`src/video_pkg.sv`:
```
package video_pkg;

    //////////////////////////////////////////////////////////////////////
    // pixel and channel widths
    //////////////////////////////////////////////////////////////////////

    typedef logic [7:0]  cam_byte_t;             // one camera byte
    typedef logic [15:0] rgb565_t;               // stored pixel, r5 g6 b5
    typedef logic [7:0]  chan8_t;                // one output channel

    localparam int LINE_PIXELS = 8;              // pixels per line, store depth
    typedef logic [2:0]  col_t;                  // column index into the store

    // write pointer needs one extra code to saturate at LINE_PIXELS
    typedef logic [$clog2(LINE_PIXELS):0] wptr_t;
    localparam wptr_t WPTR_END = wptr_t'(LINE_PIXELS);

    //////////////////////////////////////////////////////////////////////
    // raster
    //////////////////////////////////////////////////////////////////////

    localparam int H_ACTIVE = LINE_PIXELS;       // visible columns
    localparam int H_TOTAL  = 12;                // cycles per line
    localparam int HS_WIDTH = 2;                 // hsync high at line start
    localparam int V_ACTIVE = 3;                 // visible lines
    localparam int V_TOTAL  = 5;                 // lines per frame
    localparam int VS_WIDTH = 1;                 // vsync high, whole lines

    typedef logic [3:0] hcnt_t;                  // 0 .. H_TOTAL-1
    typedef logic [2:0] vcnt_t;                  // 0 .. V_TOTAL-1

    //////////////////////////////////////////////////////////////////////
    // misc
    //////////////////////////////////////////////////////////////////////

    localparam int HEARTBEAT_CYCLES = 200;       // cycles between toggles
    typedef logic [$clog2(HEARTBEAT_CYCLES)-1:0] hb_cnt_t;
    localparam hb_cnt_t HB_LAST = hb_cnt_t'(HEARTBEAT_CYCLES - 1);

    localparam int OUT_LATENCY = 2;              // raster position to pins

    typedef enum logic {
        SCAN_WAIT,                               // no complete line yet
        SCAN_RUN                                 // free-running raster
    } scan_state_t;

endpackage

```
`src/pix_if.sv`:
```
`timescale 1ns/1ps

// write side of the line store, one strobe per packed pixel
interface pix_wr_if import video_pkg::*;
();
    logic    wr_valid;                           // one-cycle pulse per pixel
    rgb565_t wr_data;                            // pixel already in r-g-b order
    logic    wr_first;                           // first pixel after href rise
    logic    wr_vsync;                           // registered camera vsync level

    modport drive (
        output wr_valid,
        output wr_data,
        output wr_first,
        output wr_vsync
    );

    modport recv (
        input  wr_valid,
        input  wr_data,
        input  wr_first,
        input  wr_vsync
    );
endinterface

// read side, scan_out fetches by column
interface pix_rd_if import video_pkg::*;
();
    logic    rd_en;                              // fetch request
    col_t    rd_addr;                            // column to fetch
    rgb565_t rd_data;                            // valid one cycle after rd_en
    logic    line_ready;                         // sticky, a full line was stored

    modport fetch (output rd_en, output rd_addr, input rd_data, input line_ready);

    modport serve (input rd_en, input rd_addr, output rd_data, output line_ready);
endinterface

```
`src/pixel_pack.sv`:
```
`timescale 1ns/1ps

module pixel_pack import video_pkg::*;
(
    input  logic      core_clk,
    input  logic      rst_n_i,
    input  logic      cam_vsync_i,
    input  logic      cam_href_i,
    input  cam_byte_t cam_data_i,
    pix_wr_if.drive   wr
);

    logic        vsync_q;                        // camera inputs, one register
    logic        href_q;
    cam_byte_t   data_q;
    cam_byte_t   hi_q;                           // high byte waiting for its pair
    logic        phase_q;                        // 1 = next byte is the low byte
    logic        first_q;                        // no pair emitted since href rose
    logic        valid_q;
    logic        wfirst_q;
    rgb565_t     pix_q;
    logic [15:0] cam_word;
    logic        take_lo;

    //////////////////////////////////////////////////////////////////////
    // input register
    //////////////////////////////////////////////////////////////////////

    always_ff @(posedge core_clk)
    begin
        if (!rst_n_i)
        begin
            vsync_q <= 1'b0;
            href_q  <= 1'b0;
        end
        else
        begin
            vsync_q <= cam_vsync_i;
            href_q  <= cam_href_i;
        end
    end

    always_ff @(posedge core_clk)
    begin
        data_q <= cam_data_i;                    // payload, sampled every cycle
    end

    //////////////////////////////////////////////////////////////////////
    // byte pairing
    //////////////////////////////////////////////////////////////////////

    assign take_lo  = href_q && phase_q;         // second byte of a pair
    assign cam_word = {hi_q, data_q};

    always_ff @(posedge core_clk)
    begin
        if (!rst_n_i)
        begin
            phase_q  <= 1'b0;
            first_q  <= 1'b1;
            valid_q  <= 1'b0;
            wfirst_q <= 1'b0;
        end
        else
        begin
            phase_q  <= href_q ? ~phase_q : 1'b0;  // href low realigns to high byte
            valid_q  <= take_lo;
            wfirst_q <= take_lo && first_q;
            if (!href_q)
            begin
                first_q <= 1'b1;                 // rearm for the next line
            end
            else if (take_lo)
            begin
                first_q <= 1'b0;
            end
        end
    end

    always_ff @(posedge core_clk)
    begin
        if (href_q && !phase_q)
        begin
            hi_q <= data_q;
        end
        if (take_lo)
        begin
            // camera low 5 bits are red, high 5 bits are blue
            pix_q <= {cam_word[4:0], cam_word[10:5], cam_word[15:11]};
        end
    end

    assign wr.wr_valid = valid_q;
    assign wr.wr_data  = pix_q;
    assign wr.wr_first = wfirst_q;
    assign wr.wr_vsync = vsync_q;

    // pairs need two bytes, so strobes can never be back to back
    a_valid_gap: assert property (@(posedge core_clk) disable iff (!rst_n_i)
        wr.wr_valid |=> !wr.wr_valid);

endmodule

```
`src/line_store.sv`:
```
`timescale 1ns/1ps

module line_store import video_pkg::*;
(
    input  logic    core_clk,
    input  logic    rst_n_i,
    pix_wr_if.recv  wr,
    pix_rd_if.serve rd
);

    rgb565_t mem [LINE_PIXELS];                  // one line of pixels
    wptr_t   wr_ptr_q;                           // saturates at WPTR_END
    wptr_t   wr_addr;
    logic    wr_ok;
    logic    ready_q;
    rgb565_t rd_data_q;

    //////////////////////////////////////////////////////////////////////
    // write side
    //////////////////////////////////////////////////////////////////////

    assign wr_addr = wr.wr_first ? '0 : wr_ptr_q;        // first pixel lands at col 0
    assign wr_ok   = wr.wr_valid && (wr_addr < WPTR_END); // drop writes past the end

    always_ff @(posedge core_clk)
    begin
        if (!rst_n_i)
        begin
            wr_ptr_q <= '0;
            ready_q  <= 1'b0;
        end
        else
        begin
            if (wr.wr_vsync)
            begin
                wr_ptr_q <= '0;                  // frame start
            end
            else if (wr_ok)
            begin
                wr_ptr_q <= wr_addr + 1'b1;
            end
            if (wr_ok && (wr_addr == WPTR_END - 1'b1))
            begin
                ready_q <= 1'b1;                 // sticky until reset
            end
        end
    end

    always_ff @(posedge core_clk)
    begin
        if (wr_ok)
        begin
            mem[col_t'(wr_addr)] <= wr.wr_data;
        end
    end

    //////////////////////////////////////////////////////////////////////
    // read side
    //////////////////////////////////////////////////////////////////////

    always_ff @(posedge core_clk)
    begin
        if (rd.rd_en)
        begin
            rd_data_q <= mem[rd.rd_addr];        // one cycle read
        end
    end

    assign rd.rd_data    = rd_data_q;
    assign rd.line_ready = ready_q;

    // scan_out must hold off until a full line sits in the store
    a_rd_after_ready: assert property (@(posedge core_clk) disable iff (!rst_n_i)
        rd.rd_en |-> rd.line_ready);

endmodule

```
`src/scan_out.sv`:
```
`timescale 1ns/1ps

module scan_out import video_pkg::*;
(
    input  logic     core_clk,
    input  logic     rst_n_i,
    pix_rd_if.fetch  rd,
    output logic     vs_o,
    output logic     hs_o,
    output logic     de_o,
    output chan8_t   r_o,
    output chan8_t   g_o,
    output chan8_t   b_o
);

    scan_state_t state_q;
    hcnt_t       hcnt_q;
    vcnt_t       vcnt_q;
    logic        run;
    logic        h_act;
    logic        v_act;
    logic        vs_c;
    logic        hs_c;
    logic        de_c;
    logic [2:0]  sync_dly [OUT_LATENCY-1];       // {vs, hs, de}, matches read latency
    logic [2:0]  sync_al;

    //////////////////////////////////////////////////////////////////////
    // FSM and raster counters
    //////////////////////////////////////////////////////////////////////

    always_ff @(posedge core_clk)
    begin
        if (!rst_n_i)
        begin
            state_q <= SCAN_WAIT;
        end
        else if ((state_q == SCAN_WAIT) && rd.line_ready)
        begin
            state_q <= SCAN_RUN;                 // never leaves RUN
        end
    end

    assign run = (state_q == SCAN_RUN);

    always_ff @(posedge core_clk)
    begin
        if (!rst_n_i)
        begin
            hcnt_q <= '0;
            vcnt_q <= '0;
        end
        else if (run)
        begin
            if (hcnt_q == hcnt_t'(H_TOTAL - 1))
            begin
                hcnt_q <= '0;
                vcnt_q <= (vcnt_q == vcnt_t'(V_TOTAL - 1)) ? '0 : vcnt_q + 1'b1;
            end
            else
            begin
                hcnt_q <= hcnt_q + 1'b1;
            end
        end
    end

    // sync and active decode, all held low while waiting
    assign hs_c  = run && (hcnt_q < hcnt_t'(HS_WIDTH));
    assign vs_c  = run && (vcnt_q < vcnt_t'(VS_WIDTH));
    assign h_act = (hcnt_q >= hcnt_t'(HS_WIDTH)) && (hcnt_q < hcnt_t'(HS_WIDTH + H_ACTIVE));
    assign v_act = (vcnt_q >= vcnt_t'(VS_WIDTH)) && (vcnt_q < vcnt_t'(VS_WIDTH + V_ACTIVE));
    assign de_c  = run && h_act && v_act;

    assign rd.rd_en   = de_c;
    assign rd.rd_addr = col_t'(hcnt_q - hcnt_t'(HS_WIDTH));   // column within the line

    //////////////////////////////////////////////////////////////////////
    // alignment and output register
    //////////////////////////////////////////////////////////////////////

    always_ff @(posedge core_clk)
    begin
        if (!rst_n_i)
        begin
            for (int i = 0; i < OUT_LATENCY - 1; i++)
            begin
                sync_dly[i] <= '0;
            end
        end
        else
        begin
            sync_dly[0] <= {vs_c, hs_c, de_c};
            for (int i = 1; i < OUT_LATENCY - 1; i++)
            begin
                sync_dly[i] <= sync_dly[i-1];
            end
        end
    end

    assign sync_al = sync_dly[OUT_LATENCY-2];    // lines up with rd_data

    always_ff @(posedge core_clk)
    begin
        if (!rst_n_i)
        begin
            vs_o <= 1'b0;
            hs_o <= 1'b0;
            de_o <= 1'b0;
            r_o  <= '0;
            g_o  <= '0;
            b_o  <= '0;
        end
        else
        begin
            vs_o <= sync_al[2];
            hs_o <= sync_al[1];
            de_o <= sync_al[0];
            // 5-6-5 to 8-8-8 by zero fill, black outside the active area
            r_o  <= sync_al[0] ? {rd.rd_data[15:11], 3'b000} : '0;
            g_o  <= sync_al[0] ? {rd.rd_data[10:5], 2'b00} : '0;
            b_o  <= sync_al[0] ? {rd.rd_data[4:0], 3'b000} : '0;
        end
    end

    a_de_no_vs: assert property (@(posedge core_clk) disable iff (!rst_n_i)
        de_o |-> !vs_o);

    a_hs_width: assert property (@(posedge core_clk) disable iff (!rst_n_i)
        $rose(hs_o) |-> ##HS_WIDTH !hs_o);

endmodule

```
`src/heartbeat_led.sv`:
```
`timescale 1ns/1ps

module heartbeat_led import video_pkg::*;
(
    input  logic core_clk,
    input  logic rst_n_i,
    output logic heartbeat_o
);

    hb_cnt_t cnt_q;                              // 0 .. HEARTBEAT_CYCLES-1
    logic    wrap;

    assign wrap = (cnt_q == HB_LAST);            // interval complete

    always_ff @(posedge core_clk)
    begin
        if (!rst_n_i)
        begin
            cnt_q <= '0;
        end
        else if (wrap)
        begin
            cnt_q <= '0;
        end
        else
        begin
            cnt_q <= cnt_q + 1'b1;
        end
    end

    // led is lit out of reset, then blinks
    always_ff @(posedge core_clk)
    begin
        if (!rst_n_i)
        begin
            heartbeat_o <= 1'b1;
        end
        else if (wrap)
        begin
            heartbeat_o <= ~heartbeat_o;
        end
    end

endmodule

```
`src/video_top.sv`:
```
`timescale 1ns/1ps

module video_top import video_pkg::*;
(
    input  logic      core_clk,
    input  logic      rst_n_i,
    input  logic      cam_vsync_i,               // camera frame sync
    input  logic      cam_href_i,                // byte valid, high during a line
    input  cam_byte_t cam_data_i,
    output logic      vs_o,
    output logic      hs_o,
    output logic      de_o,
    output chan8_t    r_o,
    output chan8_t    g_o,
    output chan8_t    b_o,
    output logic      heartbeat_o
);

    pix_wr_if wr_bus ();                         // pixel_pack -> line_store
    pix_rd_if rd_bus ();                         // scan_out <-> line_store

    pixel_pack u_pixel_pack (
        .core_clk    (core_clk),
        .rst_n_i     (rst_n_i),
        .cam_vsync_i (cam_vsync_i),
        .cam_href_i  (cam_href_i),
        .cam_data_i  (cam_data_i),
        .wr          (wr_bus)
    );

    line_store u_line_store (
        .core_clk (core_clk),
        .rst_n_i  (rst_n_i),
        .wr       (wr_bus),
        .rd       (rd_bus)
    );

    scan_out u_scan_out (
        .core_clk (core_clk),
        .rst_n_i  (rst_n_i),
        .rd       (rd_bus),
        .vs_o     (vs_o),
        .hs_o     (hs_o),
        .de_o     (de_o),
        .r_o      (r_o),
        .g_o      (g_o),
        .b_o      (b_o)
    );

    heartbeat_led u_heartbeat_led (
        .core_clk    (core_clk),
        .rst_n_i     (rst_n_i),
        .heartbeat_o (heartbeat_o)
    );

endmodule

```
`config.mk`:
```
export PLATFORM = sky130hd
export DESIGN_NAME = video_top
export DESIGN_NICKNAME = d
export VERILOG_FILES = /design/src/video_pkg.sv /design/src/pix_if.sv /design/src/pixel_pack.sv /design/src/line_store.sv /design/src/scan_out.sv /design/src/heartbeat_led.sv /design/src/video_top.sv
export SDC_FILE = /design/constraint.sdc
export NUM_CORES = 1
export LEC_CHECK = 0
export BUFFER_PORTS_ARGS = -buffer_cell sky130_fd_sc_hd__buf_2
export CORE_MARGIN = 3
export CORE_UTILIZATION = 54
export CTS_CLUSTER_DIAMETER = 150
export CTS_CLUSTER_SIZE = 20
export DETAILED_ROUTE_END_ITERATION = 6
export PLACE_DENSITY = 0.7
export SYNTH_ARGS = -nofsm -noshare
export SYNTH_HDL_FRONTEND = slang
export SYNTH_SLANG_ARGS = --single-unit
```
`constraint.sdc`:
```
create_clock -name core_clk -period 3.4 [get_ports core_clk]
set_input_delay 0 -clock core_clk [delete_from_list [all_inputs] [get_ports core_clk]]
set_output_delay 0 -clock core_clk [all_outputs]
set_load 0.05 [all_outputs]
```
; ---- Yosys cells after proc, flatten, opt, wreduce, memory -nomap -nowiden
; Memory sizes are Yosys's and may differ from the RTL's. A register that Yosys moved wholly into a read port is not among the register bits.
; Cells that the tools add are included.
[classes]
addsub = 5
magnitude_cmp = 7
eq_ne = 4
n_mux = 9
n_bitwise = 4
n_reduce_logical = 19
[ops]
columns = operator, count
row1 = $logic_and 1x1->1, 12
row2 = $add 4x1->4 const B, 2
row3 = $add 8x1->8 const B, 1
row4 = $eq 8x8->1 const B, 1
row5 = $lt 4x4->1 const B, 2
row6 = $mux 4, 2
row7 = $mux 3, 2
row8 = $reduce_and 2->1, 3
row9 = $mux 1, 5
row10 = $eq 4x3->1 const B, 1
row11 = $eq 4x4->1 const B, 1
row12 = $ge 4x2->1 const B, 1
row13 = $lt 4x2->1 const B, 1
row14 = $not 1->1, 4
row15 = $reduce_or 2->1, 2
row16 = $add 3x1->3 const B, 1
row17 = $eq 3x3->1 const B, 1
row18 = $ge 3x1->1 const B, 1
row19 = $lt 3x1->1 const B, 1
row20 = $lt 3x3->1 const B, 1
row21 = $reduce_or 3->1, 1
row22 = $sub 3x2->3 const B, 1
row23 = $logic_not 1->1, 1
[word_totals]
reg_bits = 87
ramBits = 131
out_inout_bits = 28
n_memories = 2
[mem_list]
columns = memory, words, word_bits, read_ports, rd_clocked_by_memory_dff, write_ports, line
row1 = u_line_store.mem, 8, 16, 1, 1, 1, line_store.sv:11  ; rgb565_t mem [LINE_PIXELS];
row2 = u_scan_out.sync_dly, 1, 3, 1, 0, 1, scan_out.sv:25  ; logic [2:0] sync_dly [OUT_LATENCY-1];

; ---- Logic depth before layout (Yosys ltp)
[logic_depth]
depth_word = 5
depth_mapped = 7
depth_no_buf = 5

; ---- Hierarchy
; A second synthesis with hierarchy kept.
[hier_totals]
cells_unflattened = 430
area_unflattened_um2 = 8235.4
[modules_own_cells]
columns = mod, n_inst, cells_each, area_per_inst_um2
row1 = line_store, 1, 236, 5689.2
row2 = scan_out, 1, 106, 1114.8
row3 = pixel_pack, 1, 48, 1062.3
row4 = heartbeat_led, 1, 40, 369.1

; ---- Worst setup path before layout
; Ideal clock, no wire load.
[synth_path]
path_kind = register to register
from = register u_scan_out.hcnt_q[0]
to = register u_line_store.rd_data_q[0] (netlist: u_line_store.rd.rd_data[0]) (read register of u_line_store.mem), enable pin
t_arrival_ns = 2.601
required_time_ns = 2.962
path_slack_ns = 0.361
stages_incl_launch_ff = 7
path_cell_list = dfxtp_1 -> buf_6 -> buf_6 -> inv_1 -> ha_1 -> nor4_1 -> nor4b_1
[synth_via]
elab_chain_len = 4
[synth_rtl]
columns = element, line
row1 = start: declaration, scan_out.sv:17  ; hcnt_t hcnt_q;
row2 = start signal: assignment, scan_out.sv:62  ; hcnt_q <= hcnt_q + 1'b1;
row3 = $ge 4x2->1 or $lt 4x4->1 (tied branches), scan_out.sv:70  ; assign h_act = (hcnt_q >= hcnt_t'(HS_WIDTH)) && (hcnt_q < hcnt_t'(HS_WIDTH + H_ACTIVE));
row4 = $logic_and 1x1->1 (*), scan_out.sv:70
row5 = $logic_and 1x1->1 (*) (2 in series), scan_out.sv:72  ; assign de_c = run && h_act && v_act;
row6 = via rd_bus.rd_en, pix_if.sv:29  ; logic rd_en;
row7 = end: declaration, line_store.sv:16  ; rgb565_t rd_data_q;
; The timed path passes the listed nets; every way through them passes the cells marked *.
; A chain may end at the register's enable or synchronous reset.

; ---- Worst setup path in the final report
[layout_path]
from = register u_scan_out.hcnt_q[0]
to = register u_line_store.rd_data_q[5] (netlist: u_line_store.rd.rd_data[5]) (read register of u_line_store.mem), data pin
[layout_via]
elab_chain_len = 4
[layout_rtl]
columns = element, line
row1 = $ge 4x2->1 or $lt 4x4->1 (tied branches), scan_out.sv:70
row2 = $logic_and 1x1->1, scan_out.sv:70
row3 = $logic_and 1x1->1 (2 in series), scan_out.sv:72
; Parallel ways exist; a longest one is shown, timed or not.

==> impl_metrics.yaml <==
worst_setup_path:
  start_kind: "flip-flop"
  required_ns: 3.62
  regToRegEndpoint: "u_line_store.rd.rd_data[5]$_DFFE_PP_"
  critPathLaunch: "u_scan_out.hcnt_q[0]$_SDFFE_PN0P_"
  timing_worst_setup_path_type: "flip-flop to flip-flop"
  cp-end-kind: "flip-flop"
  critPathSlowestCell: "mux4_1"
  r2r_setup_slack_ns: 1.34
  timing.rr.start: "u_scan_out.hcnt_q[0]$_SDFFE_PN0P_"
  path_max_fanout: 30
  worst_ep_arrival_time_ns: 2.29
  slowest_delay_ns: 0.62
  rr_worst_depth: 3
  crit_buf_inv: 1
  crit_cells: 3
  path_cells: "buf_4 > mux4_1 > mux2_2"
  endpoint: "u_line_store.rd.rd_data[5]$_DFFE_PP_"
  worst_path_dominant_cell_family: "multiplexers"
min_path:
  hold_path.class: "input pin to flip-flop"
  hold_start: "rst_n_i"
timing:
  fin_skew_ns: 0.0168
  fmax_mhz: 485
  hold_viol: 0
  finalSetupViolCount: 0
  period_share_pct: 60.7
  grt_setup_unrepaired: "no"
  post-route-min-period_ns: 2.06
  fin_hold_ws_ns: 0.0134
  slew_violations: 0
  tightestPinTransition_ns: 0.973
  fin_ws_ns: 1.34
  slew_headroom_pct: 35.1
  fin_tns_setup_ns: 0
clocking:
  clock_path_buffers: 3
  hold_buffers: 10
  clock_sink_count: 226
  path_clk_slew_ns: 0.09
  cts.root.buffer_cell: "clkbuf_16"
  clk_latency_ns: 0.47
  cts_tree: "done"
  cts_setup_buffers: 0
  cts-resized-gates: 0
  cts_max_level: 1
  numCtsBuffers: 15
power:
  power_density_nw_per_um2: 515
  leakagePower_nw: 3.14
  ir_worst_vdd_mv: 0.392
  finalPower_mw: 4.69
cells_and_area:
  layout-drive-gt1-share_pct: 18.0
  stdcell_area_um2: 9120
  syn_to_final_growth_pct: 10.9
  fin_nets: 512
  fillCellCount: 1005
  num_antenna_cells: 0
synth:
  ys_top_cells_by_area: "edfxtp_1, dfxtp_1, mux4_1"
  async_flop_share_pct: 0
  synth_area_um2: 8220
  synth_top_cell_area_share_pct: 61.3
  synth-seq-cells: 226
  synth.most_common_cell: "edfxtp_1"
  yosysSeqAreaShare_pct: 75.5
  yosysUniqueCellTypes: 45
  synth_cells: 439
  avgSynthCellArea_um2: 18.7
  synth_common_cells: "edfxtp_1, dfxtp_1, mux4_1, nor2_1"
  synth_flop_cell: "edfxtp_1"
  synth_edf_count: 168
  yosysTopAreaCell: "edfxtp_1"
  ys_warn_count: 0
global_routing:
  grt_remaining_overflow: 0
  grt_max_degree: 39
  antenna_found_initial: 0
  grt_use_total_pct: 17.0
  grt_pass1_vias: 3809
  grt_pass1_wl_um: 21300
routing:
  ant_nets: 0
  routedWlPerCell_um: 20.0
  dr.pass1.iters: 4
  vias: 3859
  drcViolationCount: 0
  drt_iter0_markers: 297
  totalWireLength_um: 13700
  routed_via_density: 5.65
place:
  gp_congestion: 0.731
  port_buffers: 31
  placed_area_um2: 8600
  place_hpwl_um: 7780
  pre_cts_ws_ns: 1.33
floorplanning:
  ios: 40
  initial_core_util_pct: 55.9
  die_h_um: 129
  dieArea_um2: 16700
  rows: 44
  die_w_um: 129
  core_um2: 14700
job:
  cap_viol_max_count: 0
status:
  outcome: "finished, final reports clean"
## flip-flops by register name, summed over array words and instances, names as in the netlist, 3 cells and up
register	cells
u_pixel_pack.data_q	8
u_line_store.mem	128
u_scan_out.g_o	6
u_heartbeat_led.cnt_q	8
u_pixel_pack.wr.wr_data	16
u_line_store.wr_ptr_q	4
u_line_store.rd.rd_data	16
u_scan_out.r_o	5
u_scan_out.sync_dly	3
u_pixel_pack.hi_q	8
u_scan_out.b_o	5
u_scan_out.hcnt_q	4
u_scan_out.vcnt_q	3
## cell type report
cell class                 instances  area, µm²  area share, %
timing repair buffer              54        353           3.87
multi-input combinational        188       1880           20.6
tap                              184        230           2.53
inverter                           7       26.3          0.288
clock inverter                     1       16.3          0.178
clock buffer                      23        405           4.45
sequential                       226       6210           68.1
## worst reg2reg max path, stage by stage, from the launching register on
cell and delay [ns]:
dfxtp_2 0.43, buf_4 0.48, mux4_1 0.63, mux2_2 0.28
## per-layer routing
| metal | vias to the layer above | wire [µm] | part of all wire, % | GRT usage, % |
|---|---|---|---|---|
| li1 | 1802 | - | - | - |
| met1 | 1924 | 5740 | 42 | 22.9 |
| met2 | 116 | 6920 | 51 | 29.1 |
| met3 | 17 | 775 | 5.7 | 2.97 |
| met4 | 0 | 243 | 1.8 | 4.34 |
| met5 | - | 0 | 0 | 0 |
## cells by family after synthesis
kind of cell	count (synthesis)	synth area share [%]
XOR/XNOR	5	0.533
AO/OA/AOI/OAI	25	1.99
multiplexers	50	12.3
buffers and inverters	32	2.22
flip-flops	226	75.5
other	1	0.0456
AND/OR/NAND/NOR	92	6.24
adder cells (fa/ha/maj)	8	1.22
## metrics by stage
stage               cells  utilization [%]
CTS                   683             62.0
detailed placement    649             58.5
finish                683             62.0
floorplan             446                -
global placement      649             58.5
global route          683             62.0
## how the worst min path moves through the flow
stage	to	cells after the start
global placement	u_pixel_pack.data_q[2]$_DFF_P_	1
CTS	u_heartbeat_led.heartbeat_o$_SDFFE_PN1N_	2
floorplan	u_pixel_pack.data_q[0]$_DFF_P_	0
finish	u_heartbeat_led.heartbeat_o$_SDFFE_PN1N_	2
detailed placement	u_pixel_pack.data_q[1]$_DFF_P_	1
global route	u_heartbeat_led.heartbeat_o$_SDFFE_PN1N_	2
## power by group
group,leakage [nW],total [mW],internal [mW],switching (mW)
Clock,0.202,1.67,0.837,0.838
Sequential,1.99,2.96,2.95,0.0113
Combinational,0.949,0.0592,0.0192,0.0400
## placed cells by master, fill, tap and decap left out, drive strengths merged, types with 2 or more instances in the layout
| cell | instances |
|---|---|
| edfxtp | 168 |
| mux2i | 2 |
| xor2 | 3 |
| nor3 | 2 |
| conb | 8 |
| dlygate4sd3 | 10 |
| dfxtp | 58 |
| clkbuf | 23 |
| nand2 | 10 |
| nand4b | 3 |
| and3 | 16 |
| o21ai | 8 |
| o21a | 2 |
| mux2 | 16 |
| inv | 8 |
| a21oi | 5 |
| nor4 | 5 |
| mux4 | 32 |
| buf | 44 |
| ha | 8 |
| xnor2 | 2 |
| and2 | 10 |
| nand3 | 7 |
| nor2 | 18 |
| or3 | 4 |
| a21boi | 2 |
| nand2b | 6 |
| nor2b | 6 |
No activity file was read; power rests on OpenSTA's default activity.
